<file path="src/shading_pkg.sv">
package shading_pkg;

    // Fragment coordinate widths
    localparam int FRAG_X_BITS = 10;
    localparam int FRAG_Y_BITS = 9;

    typedef struct packed {
        logic [7:0] r;
        logic [7:0] g;
        logic [7:0] b;
    } color_t;

    // One color per triangle vertex
    typedef struct packed {
        color_t c0;
        color_t c1;
        color_t c2;
    } tri_colors_t;

    typedef struct packed {
        logic [FRAG_X_BITS-1:0] x;
        logic [FRAG_Y_BITS-1:0] y;
        color_t                 color;
    } fragment_t;

endpackage
</file>
<file path="src/frag_fifo.sv">
module frag_fifo
    import shading_pkg::*;
#(
    parameter int FIFO_DEPTH = 16
)
(
    input  logic      clk,
    input  logic      rst,
    input  logic      wr_en,
    input  fragment_t wr_frag,
    output logic      full,
    output logic      frag_valid,
    output fragment_t frag,
    input  logic      frag_ready
);

    localparam int PTR_BITS = $clog2(FIFO_DEPTH);
    localparam int CNT_BITS = $clog2(FIFO_DEPTH + 1);

    fragment_t           mem [FIFO_DEPTH];
    logic [PTR_BITS-1:0] wr_ptr, rd_ptr;
    logic [CNT_BITS-1:0] count;
    logic                push, pop;

    function automatic logic [PTR_BITS-1:0] ptr_next(input logic [PTR_BITS-1:0] p);
        if (p == PTR_BITS'(FIFO_DEPTH - 1))
            ptr_next = '0;
        else
            ptr_next = p + 1'b1;
    endfunction

    assign full       = (count == CNT_BITS'(FIFO_DEPTH));
    assign frag_valid = (count != '0);
    // Head word shown without a read request
    assign frag       = mem[rd_ptr];
    assign push       = wr_en && !full;
    assign pop        = frag_valid && frag_ready;

    always_ff @(posedge clk)
    begin
        if (rst)
        begin
            wr_ptr <= '0;
            rd_ptr <= '0;
            count  <= '0;
        end
        else
        begin
            if (push)
                wr_ptr <= ptr_next(wr_ptr);
            if (pop)
                rd_ptr <= ptr_next(rd_ptr);
            if (push && !pop)
                count <= count + 1'b1;
            else if (pop && !push)
                count <= count - 1'b1;
        end
    end

    always_ff @(posedge clk)
    begin
        if (push)
            mem[wr_ptr] <= wr_frag;
    end

endmodule

</file>
<file path="config.mk">
export PLATFORM = sky130hd
export DESIGN_NAME = frag_fifo
export DESIGN_NICKNAME = d
export VERILOG_FILES = /design/src/shading_pkg.sv /design/src/frag_fifo.sv
export SDC_FILE = /design/constraint.sdc
export NUM_CORES = 1
export LEC_CHECK = 0
export ABC_CLOCK_PERIOD_IN_PS = 5670
export BUFFER_PORTS_ARGS = -buffer_cell sky130_fd_sc_hd__buf_2
export CAP_MARGIN = 15
export CORE_AREA = 2 2 317 319
export DETAILED_ROUTE_END_ITERATION = 12
export DIE_AREA = 0 0 319 321
export PLACE_DENSITY = 0.43
export SETUP_SLACK_MARGIN = 0.4
export SLEW_MARGIN = 10
export SYNTH_ARGS = -nofsm -noshare
export SYNTH_HDL_FRONTEND = slang
export SYNTH_SLANG_ARGS = --single-unit
export TNS_END_PERCENT = 100
</file>
<file path="constraint.sdc">
create_clock -name clk -period 5.67 [get_ports clk]
set_input_delay 1.134 -clock clk [delete_from_list [all_inputs] [get_ports clk]]
set_output_delay 1.134 -clock clk [all_outputs]
set_load 0.05 [all_outputs]
</file>
==> metrics.md <==
| Metric | Value |
|---|---|
| Pwr Density | roughly 430 nW/um2 |
| # setup viols final | 0 |
| Crit end category | output pin |
| Slew @ Worst Pin | 1.04 ns |
| Ys Warns | 0 |
| Vias | 12500 |
| Fin crit period | 4.35 ns |
| Core area | 99300 um2 |
| Max_cap viols | 0 |
| Initial antenna violation count | 9 |
| Setup TNS | 0 ns |
| Drc violations | 0 |
| Congestion Overflow GR | 0 |
| Slew Viols, Final | 0 |
| Drt pass-1 iters | 4 |
| H-tree levels | 3 |
| Die footprint | between 100000 and 150000 um2 |
| Initial Util | 26.8% |
| RSZ-0062 raised after global routing | false |
| Final net count | 1379 |
| CP max FO | 38 |
| Asr flop ratio synth | 0% |
| Slew HR | 30.5% |
| Top-count cell post-synth | edfxtp_1 |
| Vias in the first global route | between 10000 and 15000 |
| CTS Buf Count | 80 |
| CP Class | flip-flop to output pin |
| Clk root buf | clkbuf_16 |
| Worst Hold Class | flip-flop to flip-flop |
| Post-synthesis sequential area ratio | 78.9% |
| Clock sink total | 705 |
| Chip Width | 319 um |
| Largest cells by area after synthesis | edfxtp_1, mux4_2, a22oi_1 |
| Post-synth top area cell | edfxtp_1 |
| First-pass GRT wire length | 96800 um |
| Filler cells | 9512 |
| Cell Area, Synth | 26600 um2 |
| Post-CTS Resized | 0 |
| Via/cell ratio | 4.65 |
| Number of synthesized flops with an enable pin | 688 |
| Ys flop type | edfxtp_1 |
| Placer Congestion | 0.679 |
| Largest net degree at the start of global routing | 71 |
| Yosys reg bits | approximately 710 |
| Antenna-violating nets left | 0 |
| Final Util | approximately a third |
| Synth Instances | 1166 |
| Final hold violation count | 0 |
| Top-area cell type share of the netlist area | 77.7% |
| Rows | 116 |
| Clock buffer depth | 3 |
| Hpwl dp | 36300 um |
| Syn_nets | 1224 |
| Number of hold buffers added after cts | 0 |
| Max Fclk | 0.230 GHz |
| Die height | 321 um |
| CP arrival | 3.21 ns |
| Commonest cells in the synthesized netlist | edfxtp_1, mux4_2, a22oi_1, nand2_1 |
| DR WL/cell | 25.2 um |
| Synthesized area per cell | around 23 um2 |
| CTS tree | done |
| DR iter-0 viols | 838 |
| DRT Wirelength | 67700 um |
| Startpoint Class | flip-flop |
| Tcrit/Tclk final | 76.7% |
| Critical Path RT | 4.54 ns |
| Area Growth Syn to Fin | 18.6% |
| Status | completed |
| Critical R2R Launch | count[0] |
| CTS clk-pin slew, worst paths | 0.06 ns |
| Port Buf Inserts | 91 |
| Layout cells sized above 1 | around 32% |
| Worst vdd ir | 0.206 mV |
| Hold path start | rd_ptr[0] |
| Clk Latency, worst-skew pair | roughly 0.63 ns |
| Leakage | 9.80 nW |
| Post-CTS setup repair buffer count | 0 |
| Fin Clk Skew | between 0.015 and 0.02 ns |
| Ports | 92 |
| Gr usage total | 13.3% |
| Post-synthesis cell type count | 41 |
==> cell type report <==
type	instances	area [um2]	share of cell area, %
flip-flops and latches	705	21000	66.6
multi-input cells	391	5420	17.2
clock buffers	99	2160	6.84
well taps	1298	1620	5.15
repair buffers	136	888	2.81
clock inverters	48	425	1.35
inverters	7	26.3	0.0833
diodes	3	7.51	0.0238
==> cell usage in the layout, fill, tap and decap left out, types with 2 or more instances in the layout <==
master / n
a21oi_1: 7
a22oi_1: 86
a31oi_1: 2
buf_12: 6
buf_2: 91
buf_4: 38
bufinv_16: 7
clkbuf_1: 15
clkbuf_16: 84
clkinv_1: 23
clkinv_2: 8
clkinv_4: 2
clkinvlp_4: 5
dfxtp_1: 15
dfxtp_4: 2
diode_2: 3
edfxtp_1: 688
ha_1: 10
inv_1: 7
inv_6: 2
mux2i_1: 3
mux4_2: 172
nand2_1: 49
nand2b_1: 3
nand3_1: 2
nor2_1: 14
nor2_4: 13
nor2b_4: 2
nor3_2: 4
xor2_1: 4
==> metrics by stage <==
stage	setup WS [ns]	std cells	instance area (um2)	total power, mW	hold slack (ns)
global route	1.09	2686	31600	14.2	0.534
detailed placement	1.86	2537	29000	8.74	0.508
floorplan	0.761	1166	26600	8.00	0.472
global placement	1.85	2536	28900	8.72	0.505
CTS	1.18	2684	31600	13.9	0.524
finish	1.32	2687	31600	13.6	0.512
==> worst max-delay path, cell delays in order (launching register included) <==
cell and delay [ns]:
dfxtp_4 0.95, buf_4 0.42, mux4_2 0.56, a22oi_1 0.23
nand2_1 0.14, buf_2 0.24
==> state kept, by name, summed over array words and instances (netlist names), named ones only <==
name and flops:
mem 688, count 5, rd_ptr 4, wr_ptr 4
==> cells by family after synthesis <==
logic type,synth area share [%]
muxes,14.7
xor gates and xnor gates,0.165
DFF,78.9
adders and majority gates,0.546
AOI/OAI and AO/OA,2.95
and+or+nand+nor,1.50
buffers and inverters,1.19
==> per-layer routing <==
layer  vias up  share of wire (%)  wire (um)  GRT usage [%]
li1       5289                  -          -              -
met1      6834                 42      28600           16.9
met2       268                 51      34800           23.0
met3        97                4.5       3040           2.56
met4         2                1.8       1250           3.58
met5         -              0.019         13              0
==> final timing paths <==
check / end / slack (ns) / cells past startpoint
min: flip-flop / 0.51 / 2
max reg2reg: count[4] / 2.60 / 9
min reg2reg: flip-flop / 0.51 / 2
max: frag[27] / 1.32 / 5
==> report_power, final <==
group / switching, mW / total, mW / internal, mW
sequential: 0.153 / 6.04 / 5.88
combinational: 1.51 / 2.52 / 1.00
clock: 2.05 / 5.07 / 3.02
No activity file was read; power rests on OpenSTA's default activity.
