--- config.mk ---
export PLATFORM = sky130hd
export DESIGN_NAME = color_interp
export DESIGN_NICKNAME = d
export VERILOG_FILES = /design/src/shading_pkg.sv /design/src/geometry_pkg.sv /design/src/color_interp.sv /design/src/shade_divider.sv
export SDC_FILE = /design/constraint.sdc
export NUM_CORES = 2
export LEC_CHECK = 0
export CAP_MARGIN = 0
export CORE_MARGIN = 4
export CORE_UTILIZATION = 45
export CTS_CLUSTER_DIAMETER = 60
export DETAILED_ROUTE_END_ITERATION = 12
export DONT_BUFFER_PORTS = 1
export PLACE_DENSITY = 0.65
export SLEW_MARGIN = 20
export SYNTH_ARGS = -nofsm -noshare
export SYNTH_HDL_FRONTEND = slang
export SYNTH_SLANG_ARGS = --single-unit
--- constraint.sdc ---
create_clock -name clk -period 9 [get_ports clk]
set_input_delay 1.35 -clock clk [delete_from_list [all_inputs] [get_ports clk]]
set_output_delay 1.35 -clock clk [all_outputs]
set_load 0.01 [all_outputs]
--- src/shading_pkg.sv ---
package shading_pkg;

    // Fragment coordinate widths
    localparam int FRAG_X_BITS = 10;
    localparam int FRAG_Y_BITS = 9;

    typedef struct packed {
        logic [7:0] r;
        logic [7:0] g;
        logic [7:0] b;
    } color_t;

    // One color per triangle vertex
    typedef struct packed {
        color_t c0;
        color_t c1;
        color_t c2;
    } tri_colors_t;

    typedef struct packed {
        logic [FRAG_X_BITS-1:0] x;
        logic [FRAG_Y_BITS-1:0] y;
        color_t                 color;
    } fragment_t;

endpackage
--- src/geometry_pkg.sv ---
package geometry_pkg;
    import shading_pkg::*;

    localparam int COORD_BITS = 10;
    // Signed width of edge values and area
    localparam int EDGE_BITS = 22;

    typedef struct packed {
        logic [COORD_BITS-1:0] x;
        logic [COORD_BITS-1:0] y;
    } vertex_t;

    typedef struct packed {
        vertex_t     v0;
        vertex_t     v1;
        vertex_t     v2;
        tri_colors_t colors;
    } triangle_t;

    typedef struct packed {
        logic [COORD_BITS-1:0] min_x;
        logic [COORD_BITS-1:0] min_y;
        logic [COORD_BITS-1:0] max_x;
        logic [COORD_BITS-1:0] max_y;
    } bbox_t;

    typedef struct packed {
        logic signed [EDGE_BITS-1:0] step_x;
        logic signed [EDGE_BITS-1:0] step_y;
    } edge_step_t;

    typedef struct packed {
        logic                        empty;
        bbox_t                       box;
        logic signed [EDGE_BITS-1:0] w0;
        logic signed [EDGE_BITS-1:0] w1;
        logic signed [EDGE_BITS-1:0] w2;
        edge_step_t                  s0;
        edge_step_t                  s1;
        edge_step_t                  s2;
        logic signed [EDGE_BITS-1:0] area;
        tri_colors_t                 colors;
    } edge_setup_t;

    typedef struct packed {
        logic [EDGE_BITS-1:0] w0;
        logic [EDGE_BITS-1:0] w1;
        logic [EDGE_BITS-1:0] w2;
    } weights_t;

endpackage

--- src/color_interp.sv ---
module color_interp
    import shading_pkg::*, geometry_pkg::*;
(
    input  logic                 clk,
    input  logic                 rst,
    input  logic                 shade_start,
    input  weights_t             weights,
    input  logic [EDGE_BITS-1:0] area,
    input  tri_colors_t          colors,
    output logic                 shade_done,
    output color_t               shade_color
);

    // Sum of three weights never exceeds the area, so 8 extra bits suffice
    localparam int SUM_BITS = EDGE_BITS + 8;

    logic [SUM_BITS-1:0]  sum_r, sum_g, sum_b;
    logic [EDGE_BITS-1:0] area_r;
    logic                 div_start;
    logic                 done_r, done_g, done_b;

    function automatic logic [SUM_BITS-1:0] channel_sum(
        input weights_t   w,
        input logic [7:0] c0, c1, c2
    );
        channel_sum = SUM_BITS'(w.w0) * SUM_BITS'(c0)
                    + SUM_BITS'(w.w1) * SUM_BITS'(c1)
                    + SUM_BITS'(w.w2) * SUM_BITS'(c2);
    endfunction

    always_ff @(posedge clk)
    begin
        if (rst)
            div_start <= 1'b0;
        else
            div_start <= shade_start;
    end

    always_ff @(posedge clk)
    begin
        if (shade_start)
        begin
            sum_r  <= channel_sum(weights, colors.c0.r, colors.c1.r, colors.c2.r);
            sum_g  <= channel_sum(weights, colors.c0.g, colors.c1.g, colors.c2.g);
            sum_b  <= channel_sum(weights, colors.c0.b, colors.c1.b, colors.c2.b);
            area_r <= area;
        end
    end

    //////////////////////////////////////////////////////////////////////
    // One divider per channel, all in lock step
    //////////////////////////////////////////////////////////////////////

    shade_divider #(.DIVIDEND_BITS(SUM_BITS), .DIVISOR_BITS(EDGE_BITS)) div_r_inst (
        .clk      (clk),
        .rst      (rst),
        .start    (div_start),
        .dividend (sum_r),
        .divisor  (area_r),
        .done     (done_r),
        .quotient (shade_color.r)
    );

    shade_divider #(.DIVIDEND_BITS(SUM_BITS), .DIVISOR_BITS(EDGE_BITS)) div_g_inst (
        .clk      (clk),
        .rst      (rst),
        .start    (div_start),
        .dividend (sum_g),
        .divisor  (area_r),
        .done     (done_g),
        .quotient (shade_color.g)
    );

    shade_divider #(.DIVIDEND_BITS(SUM_BITS), .DIVISOR_BITS(EDGE_BITS)) div_b_inst (
        .clk      (clk),
        .rst      (rst),
        .start    (div_start),
        .dividend (sum_b),
        .divisor  (area_r),
        .done     (done_b),
        .quotient (shade_color.b)
    );

    assign shade_done = done_r && done_g && done_b;

endmodule

--- src/shade_divider.sv ---
module shade_divider
#(
    parameter int DIVIDEND_BITS = 30,
    parameter int DIVISOR_BITS  = 22
)
(
    input  logic                     clk,
    input  logic                     rst,
    input  logic                     start,
    input  logic [DIVIDEND_BITS-1:0] dividend,
    input  logic [DIVISOR_BITS-1:0]  divisor,
    output logic                     done,
    output logic [7:0]               quotient
);

    logic [DIVIDEND_BITS-1:0] rem;
    logic [DIVIDEND_BITS-1:0] div_sh;
    logic [DIVIDEND_BITS:0]   trial;
    logic [2:0]               bit_cnt;
    logic                     active;

    // Trial subtraction, negative result restores the remainder
    assign trial = {1'b0, rem} - {1'b0, div_sh};

    always_ff @(posedge clk)
    begin
        if (rst)
        begin
            active  <= 1'b0;
            done    <= 1'b0;
            bit_cnt <= '0;
        end
        else
        begin
            done <= active && (bit_cnt == 3'd0);
            if (start)
            begin
                active  <= 1'b1;
                bit_cnt <= 3'd7;
            end
            else if (active)
            begin
                bit_cnt <= bit_cnt - 1'b1;
                if (bit_cnt == 3'd0)
                    active <= 1'b0;
            end
        end
    end

    always_ff @(posedge clk)
    begin
        if (start)
        begin
            rem    <= dividend;
            div_sh <= DIVIDEND_BITS'(divisor) << 7;
        end
        else if (active)
        begin
            if (!trial[DIVIDEND_BITS])
                rem <= trial[DIVIDEND_BITS-1:0];
            quotient <= {quotient[6:0], !trial[DIVIDEND_BITS]};
            div_sh   <= div_sh >> 1;
        end
    end

endmodule

==> impl_results.md <==
* Post-Synth Simple-Gate Area at 0.1497
* Area share of fa/ha/maj cells after synthesis at 0.5035
* Crit end category: flop
* Vias per cell at 5.282
* Syn Inst Count at 7013
* Worst skew pair latency at 610 ps
* CTS buffer count at 40
* Filler Cell Count at 13670
* Mapped Avg Cell Area at 9.389 sq um
* Synth Area in XOR/XNOR at 0.02195
* Most frequent cell on the critical path: fa_1
* Worst setup SP type: input port
* Status: completed
* DRT antenna net count at 0
* Worst Reg-to-Reg Cells at 13
* Crit Path Category: in2reg
* Arrival time at the worst endpoint at 7690 ps
* Skew final at 45.06 ps
* Worst-margin pin slew at 852.8 ps
* CTS tree: done
* # Max-Cap Violations at 0
* Hold WC Path Type: reg2reg
* Die footprint at 0.1525 sq mm
* Residual DRC at 0
* Mux contribution to synthesized area at 0.004029
* Crit-path cells: and2_1, fa_1, inv_1, fa_1, fa_1, inv_1, fa_1, fa_1, inv_1, fa_1, inv_1, fa_1, ha_1, nor2b_1, o31ai_1, a21oi_1, a31oi_1, a211oi_1, o22ai_1, a21oi_1, nor2_1, xnor2_1
* Compound-gate portion of the synthesized area at 0.06060
* Netlist cell types at 80
* Hold path depth at 2
* Max-slew violations at 0
* Site Rows at 140
* Die Y at 390.5 um
* Achievable frequency at 0.1351 GHz
* Synth warn at 0
* Grt total ovfl at 0
* Period utilization at 0.8227
* I/O pin cnt at 188
* First-pass GRT wire length at 279.3 mm
* Worst hold start: sum_g[5]
* RSZ-0062 raised after global routing: false
* Largest net degree at the start of global routing at 114
* Slowest Stage Delay on Critical Path at 560 ps
* Synth Net Count at 8985
* Detail Placement HPWL at 141.4 mm
* CORE AREA at 0.1456 sq mm
* Post-cts resize count at 0
* # Post-CTS Setup Buffers at 0
* Layout Nets at 8708
* Synth top area share at 0.4260
* Synth Flop Type: edfxtp_1
* Combinational family with the most area after synthesis: adder cells
* Crit-path max FO at 24
* Synthesis-stage register bit count at 329
* Count of final setup violators at 0
* Via count at 45880
* Seq/Total Area, Yosys at 0.1444
* Initial Util at 0.4523
* Number of flops mapped to enable cells by yosys at 292
* Post-synthesis async set-or-reset flop share at 0
* Clk buf depth at 3
* Hold Path End: div_g_inst.rem[5]
* Top cells by count, synth: inv_1, fa_1, nand2_1
* Cts hold-fix bufs at 0
* Most common cell in the netlist: inv_1
* Post-Syn Area at 0.06584 sq mm
* RR Endpoint: div_g_inst.rem[6]
* GP Congestion at 0.8913
* Min setup slack post-route at 1595 ps
* DRT iter0 DRCs at 3207
* CTS H-Tree Depth at 2
* Antenna violations before repair at 4
* R2r startpoint: div_g_inst.rem[0]
* Clock transition at the registers of the reported paths at 60 ps
* Die W at 390.5 um
* Drt pass-1 iters at 7
* Synth area leader: fa_1
* Critical Path RT at 9280 ps
* Worst slack, placed at 1097 ps
* Final WL at 176.5 mm
* Share of layout cells above drive strength 1 at 0.01699
* Rel. slew slack at 0.4274
* Cells taking the most area after synthesis: fa_1, edfxtp_1, inv_1
* Port buffer count at 0
* Fin Setup TNS at 0 ps
* Clock sink count at 329
* Max stage delay cell, worst path: fa_1
* Gr usage total at 0.2367
* Number of global-route vias before repair at 49150
* Area Growth Syn to Fin at 4.116%
* WL per Instance at 20.32 um
* R2r setup slk at 5030 ps
* Hold Vio Cnt, Final at 0
* Clock Tree Root: clkbuf_16
* Period minus WS final at 7405 ps
-- flip-flops by register name, indices dropped and copies added (netlist names), 3 cells and up --
register and flops:
div_r_inst.rem 30, div_b_inst.rem 30, div_b_inst.bit_cnt 3, div_b_inst.quotient 8, div_b_inst.div_sh 29, sum_r 30
div_g_inst.rem 30, div_g_inst.quotient 8, div_r_inst.div_sh 29, div_r_inst.quotient 8, sum_g 30, area_r 22
div_r_inst.bit_cnt 3, div_g_inst.div_sh 29, div_g_inst.bit_cnt 3, sum_b 30
-- placed cells by master (no fill, tap or decap), types with 11 or more instances in the layout --
cell type | Yosys | layout
a21oi_1 | 145 | 145
a211oi_1 | 19 | 19
xnor2_1 | 103 | 103
a31oi_1 | 21 | 20
nand4_1 | 11 | 11
buf_4 | 0 | 11
clkbuf_16 | 0 | 40
and2_1 | 686 | 686
o21ai_1 | 12 | 12
ha_1 | 408 | 408
o21ai_0 | 134 | 134
inv_1 | 1693 | 1693
mux2i_1 | 22 | 22
edfxtp_1 | 292 | 292
nand2_1 | 1094 | 1094
a21boi_0 | 11 | 11
xor2_1 | 62 | 62
o21bai_1 | 20 | 20
a22o_1 | 63 | 63
nand3_1 | 33 | 33
dfxtp_1 | 37 | 36
o21a_1 | 22 | 22
fa_1 | 1401 | 1401
nor2b_1 | 23 | 20
and3_1 | 15 | 15
nor3_1 | 18 | 18
nor2_1 | 108 | 108
nand2b_1 | 21 | 21
a21o_1 | 75 | 75
-- worst max-delay path: cells and delay by family --
kind / cells / cell delay [ps]
AO/OA/AOI/OAI: 6 / 1670
adder cells (fa/ha/maj): 8 / 3890
AND/OR/NAND/NOR: 3 / 470
buffers and inverters: 4 / 210
XOR/XNOR: 1 / 90
-- per-stage QoR --
step	instances	hold WS [ps]	area, sq um	util
final	8686	506.6	68550	0.4709
after global routing	8684	530.6	68550	0.4709
after CTS	8683	506.1	68530	0.4708
after detailed placement	8610	498.8	67090	0.4609
after global placement	8610	491.9	67090	0.4609
after floorplan	7013	467.4	65840	-
-- cells by family (layout without fill, tap and decap cells) --
group / count (synthesis) / in the layout
AND/OR/NAND/NOR: 2057 / 2057
buffers and inverters: 2024 / 1778
adder cells (fa/ha/maj): 1809 / 1809
AO/OA/AOI/OAI: 603 / 603
flip-flops: 329 / 329
XOR/XNOR: 165 / 165
multiplexers: 26 / 26
other: 0 / 2
-- worst max path at each step --
stage	from	to	slack (ps)	cells after the start
after CTS	weights[49]	sum_r[27]	1690	22
after global placement	colors[48]	sum_b[29]	1100	22
after global routing	weights[49]	sum_r[27]	1260	22
after floorplan	colors[51]	sum_b[29]	1460	25
final	weights[49]	sum_r[29]	1600	22
after detailed placement	weights[49]	sum_r[27]	1100	22
-- routing by layer --
metal	GRT usage	up-vias	routed length, um	part of all wire
met3	0.06448	288	16500	0.093
met1	0.3079	23760	70190	0.40
met5	0	-	16	0.000091
li1	-	20260	-	-
met4	0.07881	2	6700	0.038
met2	0.3845	1575	83120	0.47
-- final cells by class --
cell class,instances,area (sq um),area share
well taps,1917,2399,0.03499
clock buffers,43,1022,0.01491
clock inverters,30,420.4,0.006133
repair buffers,12,97.59,0.001424
flip-flops and latches,329,9513,0.1388
inverters,1693,6355,0.09270
diodes,2,5.005,0.00007301
multi-input cells,4660,48740,0.7110
Power is left out: the tool's default activity adds up to more than one toggle a clock period on the data nets, which glitch-free logic cannot reach.
