`config.mk`:
```
export PLATFORM = sky130hd
export DESIGN_NAME = edge_walker
export DESIGN_NICKNAME = d
export VERILOG_FILES = /design/src/shading_pkg.sv /design/src/geometry_pkg.sv /design/src/edge_walker.sv
export SDC_FILE = /design/constraint.sdc
export NUM_CORES = 1
export LEC_CHECK = 0
export BUFFER_PORTS_ARGS = -buffer_cell sky130_fd_sc_hd__buf_2
export CORE_ASPECT_RATIO = 0.6
export CORE_MARGIN = 2
export CORE_UTILIZATION = 54
export DETAILED_ROUTE_END_ITERATION = 6
export MAX_ROUTING_LAYER = met4
export PLACE_DENSITY = 0.81
export SLEW_MARGIN = 10
export SYNTH_ARGS = -nofsm -noshare
export SYNTH_HDL_FRONTEND = slang
export SYNTH_SLANG_ARGS = --single-unit
```
`constraint.sdc`:
```
create_clock -name clk -period 11.15 [get_ports clk]
set_input_delay 0.5575 -clock clk [delete_from_list [all_inputs] [get_ports clk]]
set_output_delay 0.5575 -clock clk [all_outputs]
set_load 0.02 [all_outputs]
```
`src/shading_pkg.sv`:
```
package shading_pkg;

    // Fragment coordinate widths
    localparam int FRAG_X_BITS = 10;
    localparam int FRAG_Y_BITS = 9;

    typedef struct packed {
        logic [7:0] r;
        logic [7:0] g;
        logic [7:0] b;
    } color_t;

    // One color per triangle vertex
    typedef struct packed {
        color_t c0;
        color_t c1;
        color_t c2;
    } tri_colors_t;

    typedef struct packed {
        logic [FRAG_X_BITS-1:0] x;
        logic [FRAG_Y_BITS-1:0] y;
        color_t                 color;
    } fragment_t;

endpackage
```
`src/geometry_pkg.sv`:
```
package geometry_pkg;
    import shading_pkg::*;

    localparam int COORD_BITS = 10;
    // Signed width of edge values and area
    localparam int EDGE_BITS = 22;

    typedef struct packed {
        logic [COORD_BITS-1:0] x;
        logic [COORD_BITS-1:0] y;
    } vertex_t;

    typedef struct packed {
        vertex_t     v0;
        vertex_t     v1;
        vertex_t     v2;
        tri_colors_t colors;
    } triangle_t;

    typedef struct packed {
        logic [COORD_BITS-1:0] min_x;
        logic [COORD_BITS-1:0] min_y;
        logic [COORD_BITS-1:0] max_x;
        logic [COORD_BITS-1:0] max_y;
    } bbox_t;

    typedef struct packed {
        logic signed [EDGE_BITS-1:0] step_x;
        logic signed [EDGE_BITS-1:0] step_y;
    } edge_step_t;

    typedef struct packed {
        logic                        empty;
        bbox_t                       box;
        logic signed [EDGE_BITS-1:0] w0;
        logic signed [EDGE_BITS-1:0] w1;
        logic signed [EDGE_BITS-1:0] w2;
        edge_step_t                  s0;
        edge_step_t                  s1;
        edge_step_t                  s2;
        logic signed [EDGE_BITS-1:0] area;
        tri_colors_t                 colors;
    } edge_setup_t;

    typedef struct packed {
        logic [EDGE_BITS-1:0] w0;
        logic [EDGE_BITS-1:0] w1;
        logic [EDGE_BITS-1:0] w2;
    } weights_t;

endpackage

```
`src/edge_walker.sv`:
```
module edge_walker
    import shading_pkg::*, geometry_pkg::*;
#(
    parameter int X_BITS = 10,
    parameter int Y_BITS = 9
)
(
    input  logic                 clk,
    input  logic                 rst,
    input  logic                 setup_valid,
    input  edge_setup_t          setup,
    output logic                 accept,
    output logic                 busy,
    output logic                 shade_start,
    output weights_t             weights,
    output logic [EDGE_BITS-1:0] area,
    output tri_colors_t          colors,
    input  logic                 shade_done,
    input  color_t               shade_color,
    input  logic                 full,
    output logic                 wr_en,
    output fragment_t            wr_frag
);

    typedef enum logic [2:0] {
        ST_IDLE,
        ST_ROW,
        ST_PIXEL,
        ST_SHADE,
        ST_WRITE
    } state_t;

    state_t                      state;
    state_t                      next_pos;
    edge_setup_t                 setup_r;
    logic [X_BITS-1:0]           x_cnt;
    logic [Y_BITS-1:0]           y_cnt;
    logic signed [EDGE_BITS-1:0] row_w0, row_w1, row_w2;
    logic signed [EDGE_BITS-1:0] pix_w0, pix_w1, pix_w2;
    logic                        covered, last_x, last_y, advance;

    // A pending setup counts as busy so a second strobe is not taken
    assign accept = (state == ST_IDLE) && !setup_valid;
    assign busy   = (state != ST_IDLE) || setup_valid;

    // Pixels on an edge count as inside
    assign covered = !pix_w0[EDGE_BITS-1] && !pix_w1[EDGE_BITS-1] && !pix_w2[EDGE_BITS-1];
    assign last_x  = (x_cnt == setup_r.box.max_x[X_BITS-1:0]);
    assign last_y  = (y_cnt == setup_r.box.max_y[Y_BITS-1:0]);
    assign advance = ((state == ST_PIXEL) && !covered) || ((state == ST_WRITE) && !full);

    always_comb
    begin
        if (!last_x)
            next_pos = ST_PIXEL;
        else if (last_y)
            next_pos = ST_IDLE;
        else
            next_pos = ST_ROW;
    end

    assign shade_start = (state == ST_PIXEL) && covered;
    assign weights     = '{w0: pix_w0, w1: pix_w1, w2: pix_w2};
    assign area        = setup_r.area;
    assign colors      = setup_r.colors;
    assign wr_en       = (state == ST_WRITE) && !full;

    always_ff @(posedge clk)
    begin
        if (rst)
            state <= ST_IDLE;
        else
            case (state)
                ST_IDLE:
                    if (setup_valid && !setup.empty)
                        state <= ST_ROW;
                ST_ROW:
                    state <= ST_PIXEL;
                ST_PIXEL:
                    state <= covered ? ST_SHADE : next_pos;
                ST_SHADE:
                    if (shade_done)
                        state <= ST_WRITE;
                ST_WRITE:
                    if (!full)
                        state <= next_pos;
                default:
                    state <= ST_IDLE;
            endcase
    end

    //////////////////////////////////////////////////////////////////////
    // Position and incremental edge values
    //////////////////////////////////////////////////////////////////////

    always_ff @(posedge clk)
    begin
        if ((state == ST_IDLE) && setup_valid)
        begin
            setup_r <= setup;
            row_w0  <= setup.w0;
            row_w1  <= setup.w1;
            row_w2  <= setup.w2;
            y_cnt   <= setup.box.min_y[Y_BITS-1:0];
        end
        else if (state == ST_ROW)
        begin
            pix_w0 <= row_w0;
            pix_w1 <= row_w1;
            pix_w2 <= row_w2;
            x_cnt  <= setup_r.box.min_x[X_BITS-1:0];
        end
        else if (advance && !last_x)
        begin
            pix_w0 <= pix_w0 + setup_r.s0.step_x;
            pix_w1 <= pix_w1 + setup_r.s1.step_x;
            pix_w2 <= pix_w2 + setup_r.s2.step_x;
            x_cnt  <= x_cnt + 1'b1;
        end
        else if (advance)
        begin
            row_w0 <= row_w0 + setup_r.s0.step_y;
            row_w1 <= row_w1 + setup_r.s1.step_y;
            row_w2 <= row_w2 + setup_r.s2.step_y;
            y_cnt  <= y_cnt + 1'b1;
        end

        if ((state == ST_SHADE) && shade_done)
            wr_frag <= '{x: x_cnt, y: y_cnt, color: shade_color};
    end

endmodule

```
==> flow_metrics.tcl, run 1 <==
set metrics [dict create \
    cts_resized 0 \
    fin_ws_ps 7463 \
    switchingPower_mw 1.636 \
    first_global_vias 15890 \
    ys_seq_elements 452 \
    cts_root_buf "clkbuf_16" \
    dp.cells 2833 \
    stdcell_count 2921 \
    synth_edf_count 449 \
    synth_fa_ha_area_share_pct 7.610 \
    timing.hold.ws_ps 176.5 \
    min_period_ps 3687 \
    worst_ep_required_time_ps 11430 \
    synth_seq_area_share_pct 59.86 \
    die_w_um 268.3 \
    ctsHoldBuffers 0 \
    synth_top_area_share_pct 59.60 \
    reg2reg_to "row_w0[18]" \
    grt.total_usage_pct 27.56 \
    rsz0062_at_grt "no" \
    async_flop_share_pct 0 \
    critical_path_class "reg -> reg" \
    hold_violations 0 \
    synth_area_um2 22620 \
    postCtsSetupBuffers 0 \
    power_mw 5.187 \
    synth_top_family_by_area "compound AO/OA/AOI/OAI gates" \
    cp-end-kind "flop" \
    synthesis.nets 2332 \
    hold_class "in -> reg" \
    powerDensity_nw_per_um2 193.6 \
    drt-initial-drc-count 1612 \
    switching_share_pct 31.55 \
    p_int_mw 3.550 \
    n_fill_cell 3129 \
    dieArea_um2 43600 \
    setup_viol 0 \
    setup_tns_ps 0 \
    post-place-ws_ps 7557 \
    finalCritPeriodShare_pct 33.06 \
    nets 2804 \
    clk_pin_slew_ps 70 \
    yosys-top-cells-count "edfxtp_1, nand2_1, a21oi_1" \
    num_rows 58 \
    clkSinkCount 452 \
    crit_end "row_w0[18]" \
    vias 16570 \
    hpwl_um 43540 \
    synth-compound-area-share_pct 13.57 \
    cp-start-kind "flop" \
    final_area_um2 26800 \
    synthSimpleGateAreaFrac_pct 8.423 \
    finalClockSkew_ps 15.44 \
    max_freq_ghz 0.2713 \
    drive_above_1_share_pct 28.74 \
    place_congestion 0.9611 \
    synth_top_area_cell "edfxtp_1" \
    routed_wl_um 60210 \
    start_util_pct 54.41 \
    netlist_instances 1836 \
    ir_worst_vdd_mv 0.1490 \
    yosysWarnings 0 \
    synth_area_leaders "edfxtp_1, ha_1, a21oi_1" \
    finalMaxSlewViolations 0 \
    reg2regPathDepth 7 \
    r2r_slack_ps 7460 \
    area_growth_pct 18.44 \
    path_max_fanout 218 \
    synth-main-ff-cell "edfxtp_1" \
    synth-xor-area-share_pct 5.691 \
    drcViolationCount 0 \
    p_leak_nw 11.01 \
    grt_max_degree 219 \
    cts_tree "yes" \
    timing.rr.start "state[2]" \
    slew_headroom_pct 20.94 \
    syn_area_per_cell_um2 12.32 \
    clk_latency_ps 540 \
    pwr-share-seq_pct 43.5 \
    ys_types 76 \
    synth.most_common_cell "edfxtp_1" \
    final_core_util_pct 64.44 \
    first_pass_iters 6 \
    via_per_inst 5.673 \
    pin_count 569 \
    ant_nets 0 \
    tightest_slew_ps 1186 \
    cp.arrival_ps 3970 \
    grt-ovfl-total 0 \
    cts_buffer_depth 3 \
    p_clk_share_pct 28.4 \
    synth.area.mux_share_pct 0.1770 \
    io_buffers 566 \
    postPlaceCellArea_um2 25380 \
    coreArea_um2 41580 \
    outcome "finished clean" \
    crit_start "state[2]" \
    drv_cap 0 \
    p_comb_share_pct 28.1 \
    wl_per_cell_um 20.61 \
    h-tree-depth 2 \
    grt_pass1_wl_um 90180 \
    cts_buffers 43 \
    antenna_found_initial 16 \
    die-height_um 162.6 \
]
## layout make-up
class / instances / area (µm²) / area share (%)
Timing Repair Buffer: 574 / 2905 / 10.84
Sequential cell: 452 / 13540 / 50.54
Clock inverter: 24 / 211.5 / 0.7891
Multi-Input combinational cell: 1200 / 8070 / 30.12
Tap cell: 570 / 713.2 / 2.662
Inverter: 37 / 146.4 / 0.5463
Clock buffer: 55 / 1184 / 4.417
Antenna cell: 9 / 22.52 / 0.08405
## power groups by stage
stage | sequential (mW) | combinational, mW | clock (mW)
after floorplan | 2.33 | 1.03 | 0
after global placement | 2.28 | 1.38 | 0
after detailed placement | 2.29 | 1.43 | 0
after CTS | 2.25 | 1.44 | 1.50
after global routing | 2.27 | 1.60 | 1.55
final | 2.26 | 1.46 | 1.47
## critical path: stages, from the launching register on
cell and delay (ps):
dfxtp_1 440, nor3_1 430, nand2_4 290, inv_8 640, buf_12 760, nor3b_1 110
a221oi_1 310, o21ai_1 120
## kinds of logic after synthesis
| group | after synthesis |
|---|---|
| mux | 4 |
| simple gates | 427 |
| fa+ha+maj | 134 |
| flops | 452 |
| compound gates | 488 |
| xor+xnor | 147 |
| buf+inv | 184 |
## sequential cells by signal, summed over array words and instances, names as in the netlist, 22 cells and up
signal and count:
setup_r 161, colors 72, wr_frag 43, area 22, pix_w0 22, pix_w1 22
pix_w2 22, row_w0 22, row_w1 22, row_w2 22
## layout by cell type, fill, tap and decap left out, types with 9 or more instances in the layout
cell type	count
a21oi_1	163
o21ai_1	33
o21bai_1	27
nor2_1	110
xnor2_1	85
nor3_1	15
nand3_1	34
diode_2	9
nand2b_1	17
ha_1	128
o21ai_0	97
buf_2	566
nand2_1	188
edfxtp_1	449
clkbuf_16	45
a31oi_1	14
xor2_1	62
inv_1	36
a21o_1	62
a211oi_1	12
nand4_1	12
## per-layer routing
metal | global-route usage [%] | wire, µm | vias up
li1 | - | - | 7702
met2 | 42.68 | 28220 | 731
met5 | - | 0 | -
met4 | 7.288 | 1432 | 0
met3 | 4.596 | 4400 | 121
met1 | 37.99 | 26160 | 8017
## worst min path at each step
stage | startpoint | endpoint | slack, ps | depth (start not counted)
final | rst | state[2] | 180 | 2
after detailed placement | setup_r[323] | x_cnt[1] | 500 | 2
after global routing | setup[157] | setup_r[157] | 160 | 1
after global placement | setup_r[323] | x_cnt[1] | 500 | 2
after CTS | rst | state[2] | 150 | 2
after floorplan | setup_r[323] | x_cnt[1] | 480 | 2
Power figures use the tool's default switching activity.
==> run 2: changes to the inputs <==
clock period = 3.7 ns   (was 11.15 ns; I/O delays follow)
==> flow_metrics.tcl, run 2 (synthesis results as in run 1) <==
set metrics [dict create \
    cp-end-kind "flop" \
    multi_input_area_um2 8070 \
    grt.total_usage_pct 33.67 \
    slew_headroom_pct 17.01 \
    largest-register "setup_r" \
    cts_buffers 43 \
    seqCellArea_um2 13540 \
    via_per_inst 5.785 \
    drt-initial-drc-count 2348 \
    drive_above_1_share_pct 25.19 \
    finalCritPeriodShare_pct 90.45 \
    die-height_um 162.6 \
    start_util_pct 54.41 \
    violations "design-rule violations" \
    cts_resized 0 \
    grt_pass1_wl_um 108400 \
    ir_worst_vdd_mv 0.3794 \
    cp_common_cell "a21oi_1" \
    setup_viol 0 \
    io_buffers 566 \
    nets 3163 \
    postCtsSetupBuffers 0 \
    hold_class "in -> reg" \
    first_global_vias 19070 \
    n_fill_cell 2500 \
    cts_root_buf "clkbuf_16" \
    dieArea_um2 43600 \
    crit_slowest_cell "edfxtp_1" \
    antenna_found_initial 8 \
    rsz0062_at_grt "no" \
    grt-ovfl-total 0 \
    cp.arrival_ps 3630 \
    layout_commonest_cell "buf_2" \
    cts_buffer_depth 3 \
    setup_tns_ps 0 \
    path_max_fanout 3 \
    max_freq_ghz 0.2988 \
    clkSinkCount 452 \
    finalClockSkew_ps 25.57 \
    finalMaxSlewViolations 0 \
    pin_count 569 \
    hpwl_um 44650 \
    vias 18960 \
    final_area_um2 30490 \
    largest_register_ffs 161 \
    path_cells "ha_1, fa_1, a21o_1, a21oi_1, o21bai_1, o2111ai_1, a21oi_1, o221ai_1, xor2_1, o21ai_0" \
    cp-start-kind "flop" \
    cpPeakStageDelay_ps 470 \
    postPlaceCellArea_um2 25500 \
    worst_ep_required_time_ps 3980 \
    layout_common_cells "buf_2, edfxtp_1, dlygate4sd3_1" \
    min_period_ps 3347 \
    p_leak_nw 12.57 \
    coreArea_um2 41580 \
    powerDensity_nw_per_um2 542.4 \
    grt_max_degree 78 \
    drcViolationCount 3 \
    wl_per_cell_um 22.31 \
    cts_tree "yes" \
    routed_wl_um 73120 \
    num_rows 58 \
    clk_pin_slew_ps 80 \
    hold_violations 0 \
    ant_nets 0 \
    die_w_um 268.3 \
    first_pass_iters 7 \
    tightest_slew_ps 1245 \
    area_growth_pct 34.79 \
    drv_cap 0 \
    clk_latency_ps 560 \
    critical_path_class "reg -> reg" \
    place_congestion 0.9392 \
    outcome "finished, violations left" \
    h-tree-depth 2 \
]
==> run 2: cell type report <==
type	instances	share of cell area [%]
flip-flops and latches	452	44.41
diodes	8	0.06565
clock buffers	50	3.754
inverters	37	0.4801
multi-input cells	1200	26.46
repair buffers	933	21.40
clock inverters	27	1.083
well taps	570	2.339
==> run 2: final timing paths <==
kind | startpoint | end | slack (ps) | cells past startpoint
worst max-delay path | pix_w2[0] | pix_w2[20] | 350 | 10
worst min-delay path | setup[247] | row_w2[21] | 20 | 3
worst max register to register | pix_w2[0] | pix_w2[20] | 350 | 10
worst min register to register | setup_r[329] | x_cnt[7] | 520 | 2
==> run 2: worst max-delay path: cells and delay by family (launching register included) <==
family                     cells  cell delay [ps]
AOI/OAI and AO/OA              7             1630
adders and majority gates      2              740
DFF                            1              470
xor gates and xnor gates       1              240
==> run 2: where the power goes <==
group	total (mW)	internal, mW	switching [mW]
registers	6.84	6.46	0.379
clock network	4.82	2.78	2.05
logic	4.88	2.01	2.86
total	16.5	11.3	5.29
==> run 2: routing by layer <==
layer  global-route usage, %  share of wire, %  vias up
met2                   55.12                49     1186
li1                        -                 -     8413
met5                       -                 0        -
met4                   13.61               4.1        0
met1                   42.10                38     9140
met3                   5.473               8.9      218
==> run 2: repair_timing <==
item / CTS / global route
setup endpoints to repair: 0 / 0
hold endpoints to repair: 351 / 0
hold buffers: 350 / 0
==> run 2: stage by stage <==
stage,power [mW],utilization [%],hold slack [ps],setup slack (ps),std cells
after floorplan,10.04,-,257.4,131.5,1836
after global placement,11.06,61.31,361.2,779.2,2842
after detailed placement,11.23,61.31,363.1,668.7,2842
after CTS,16.22,73.29,0.2013,610.7,3269
after global routing,17.17,73.33,11.62,227.2,3277
final,16.54,73.33,15.89,353.2,3277
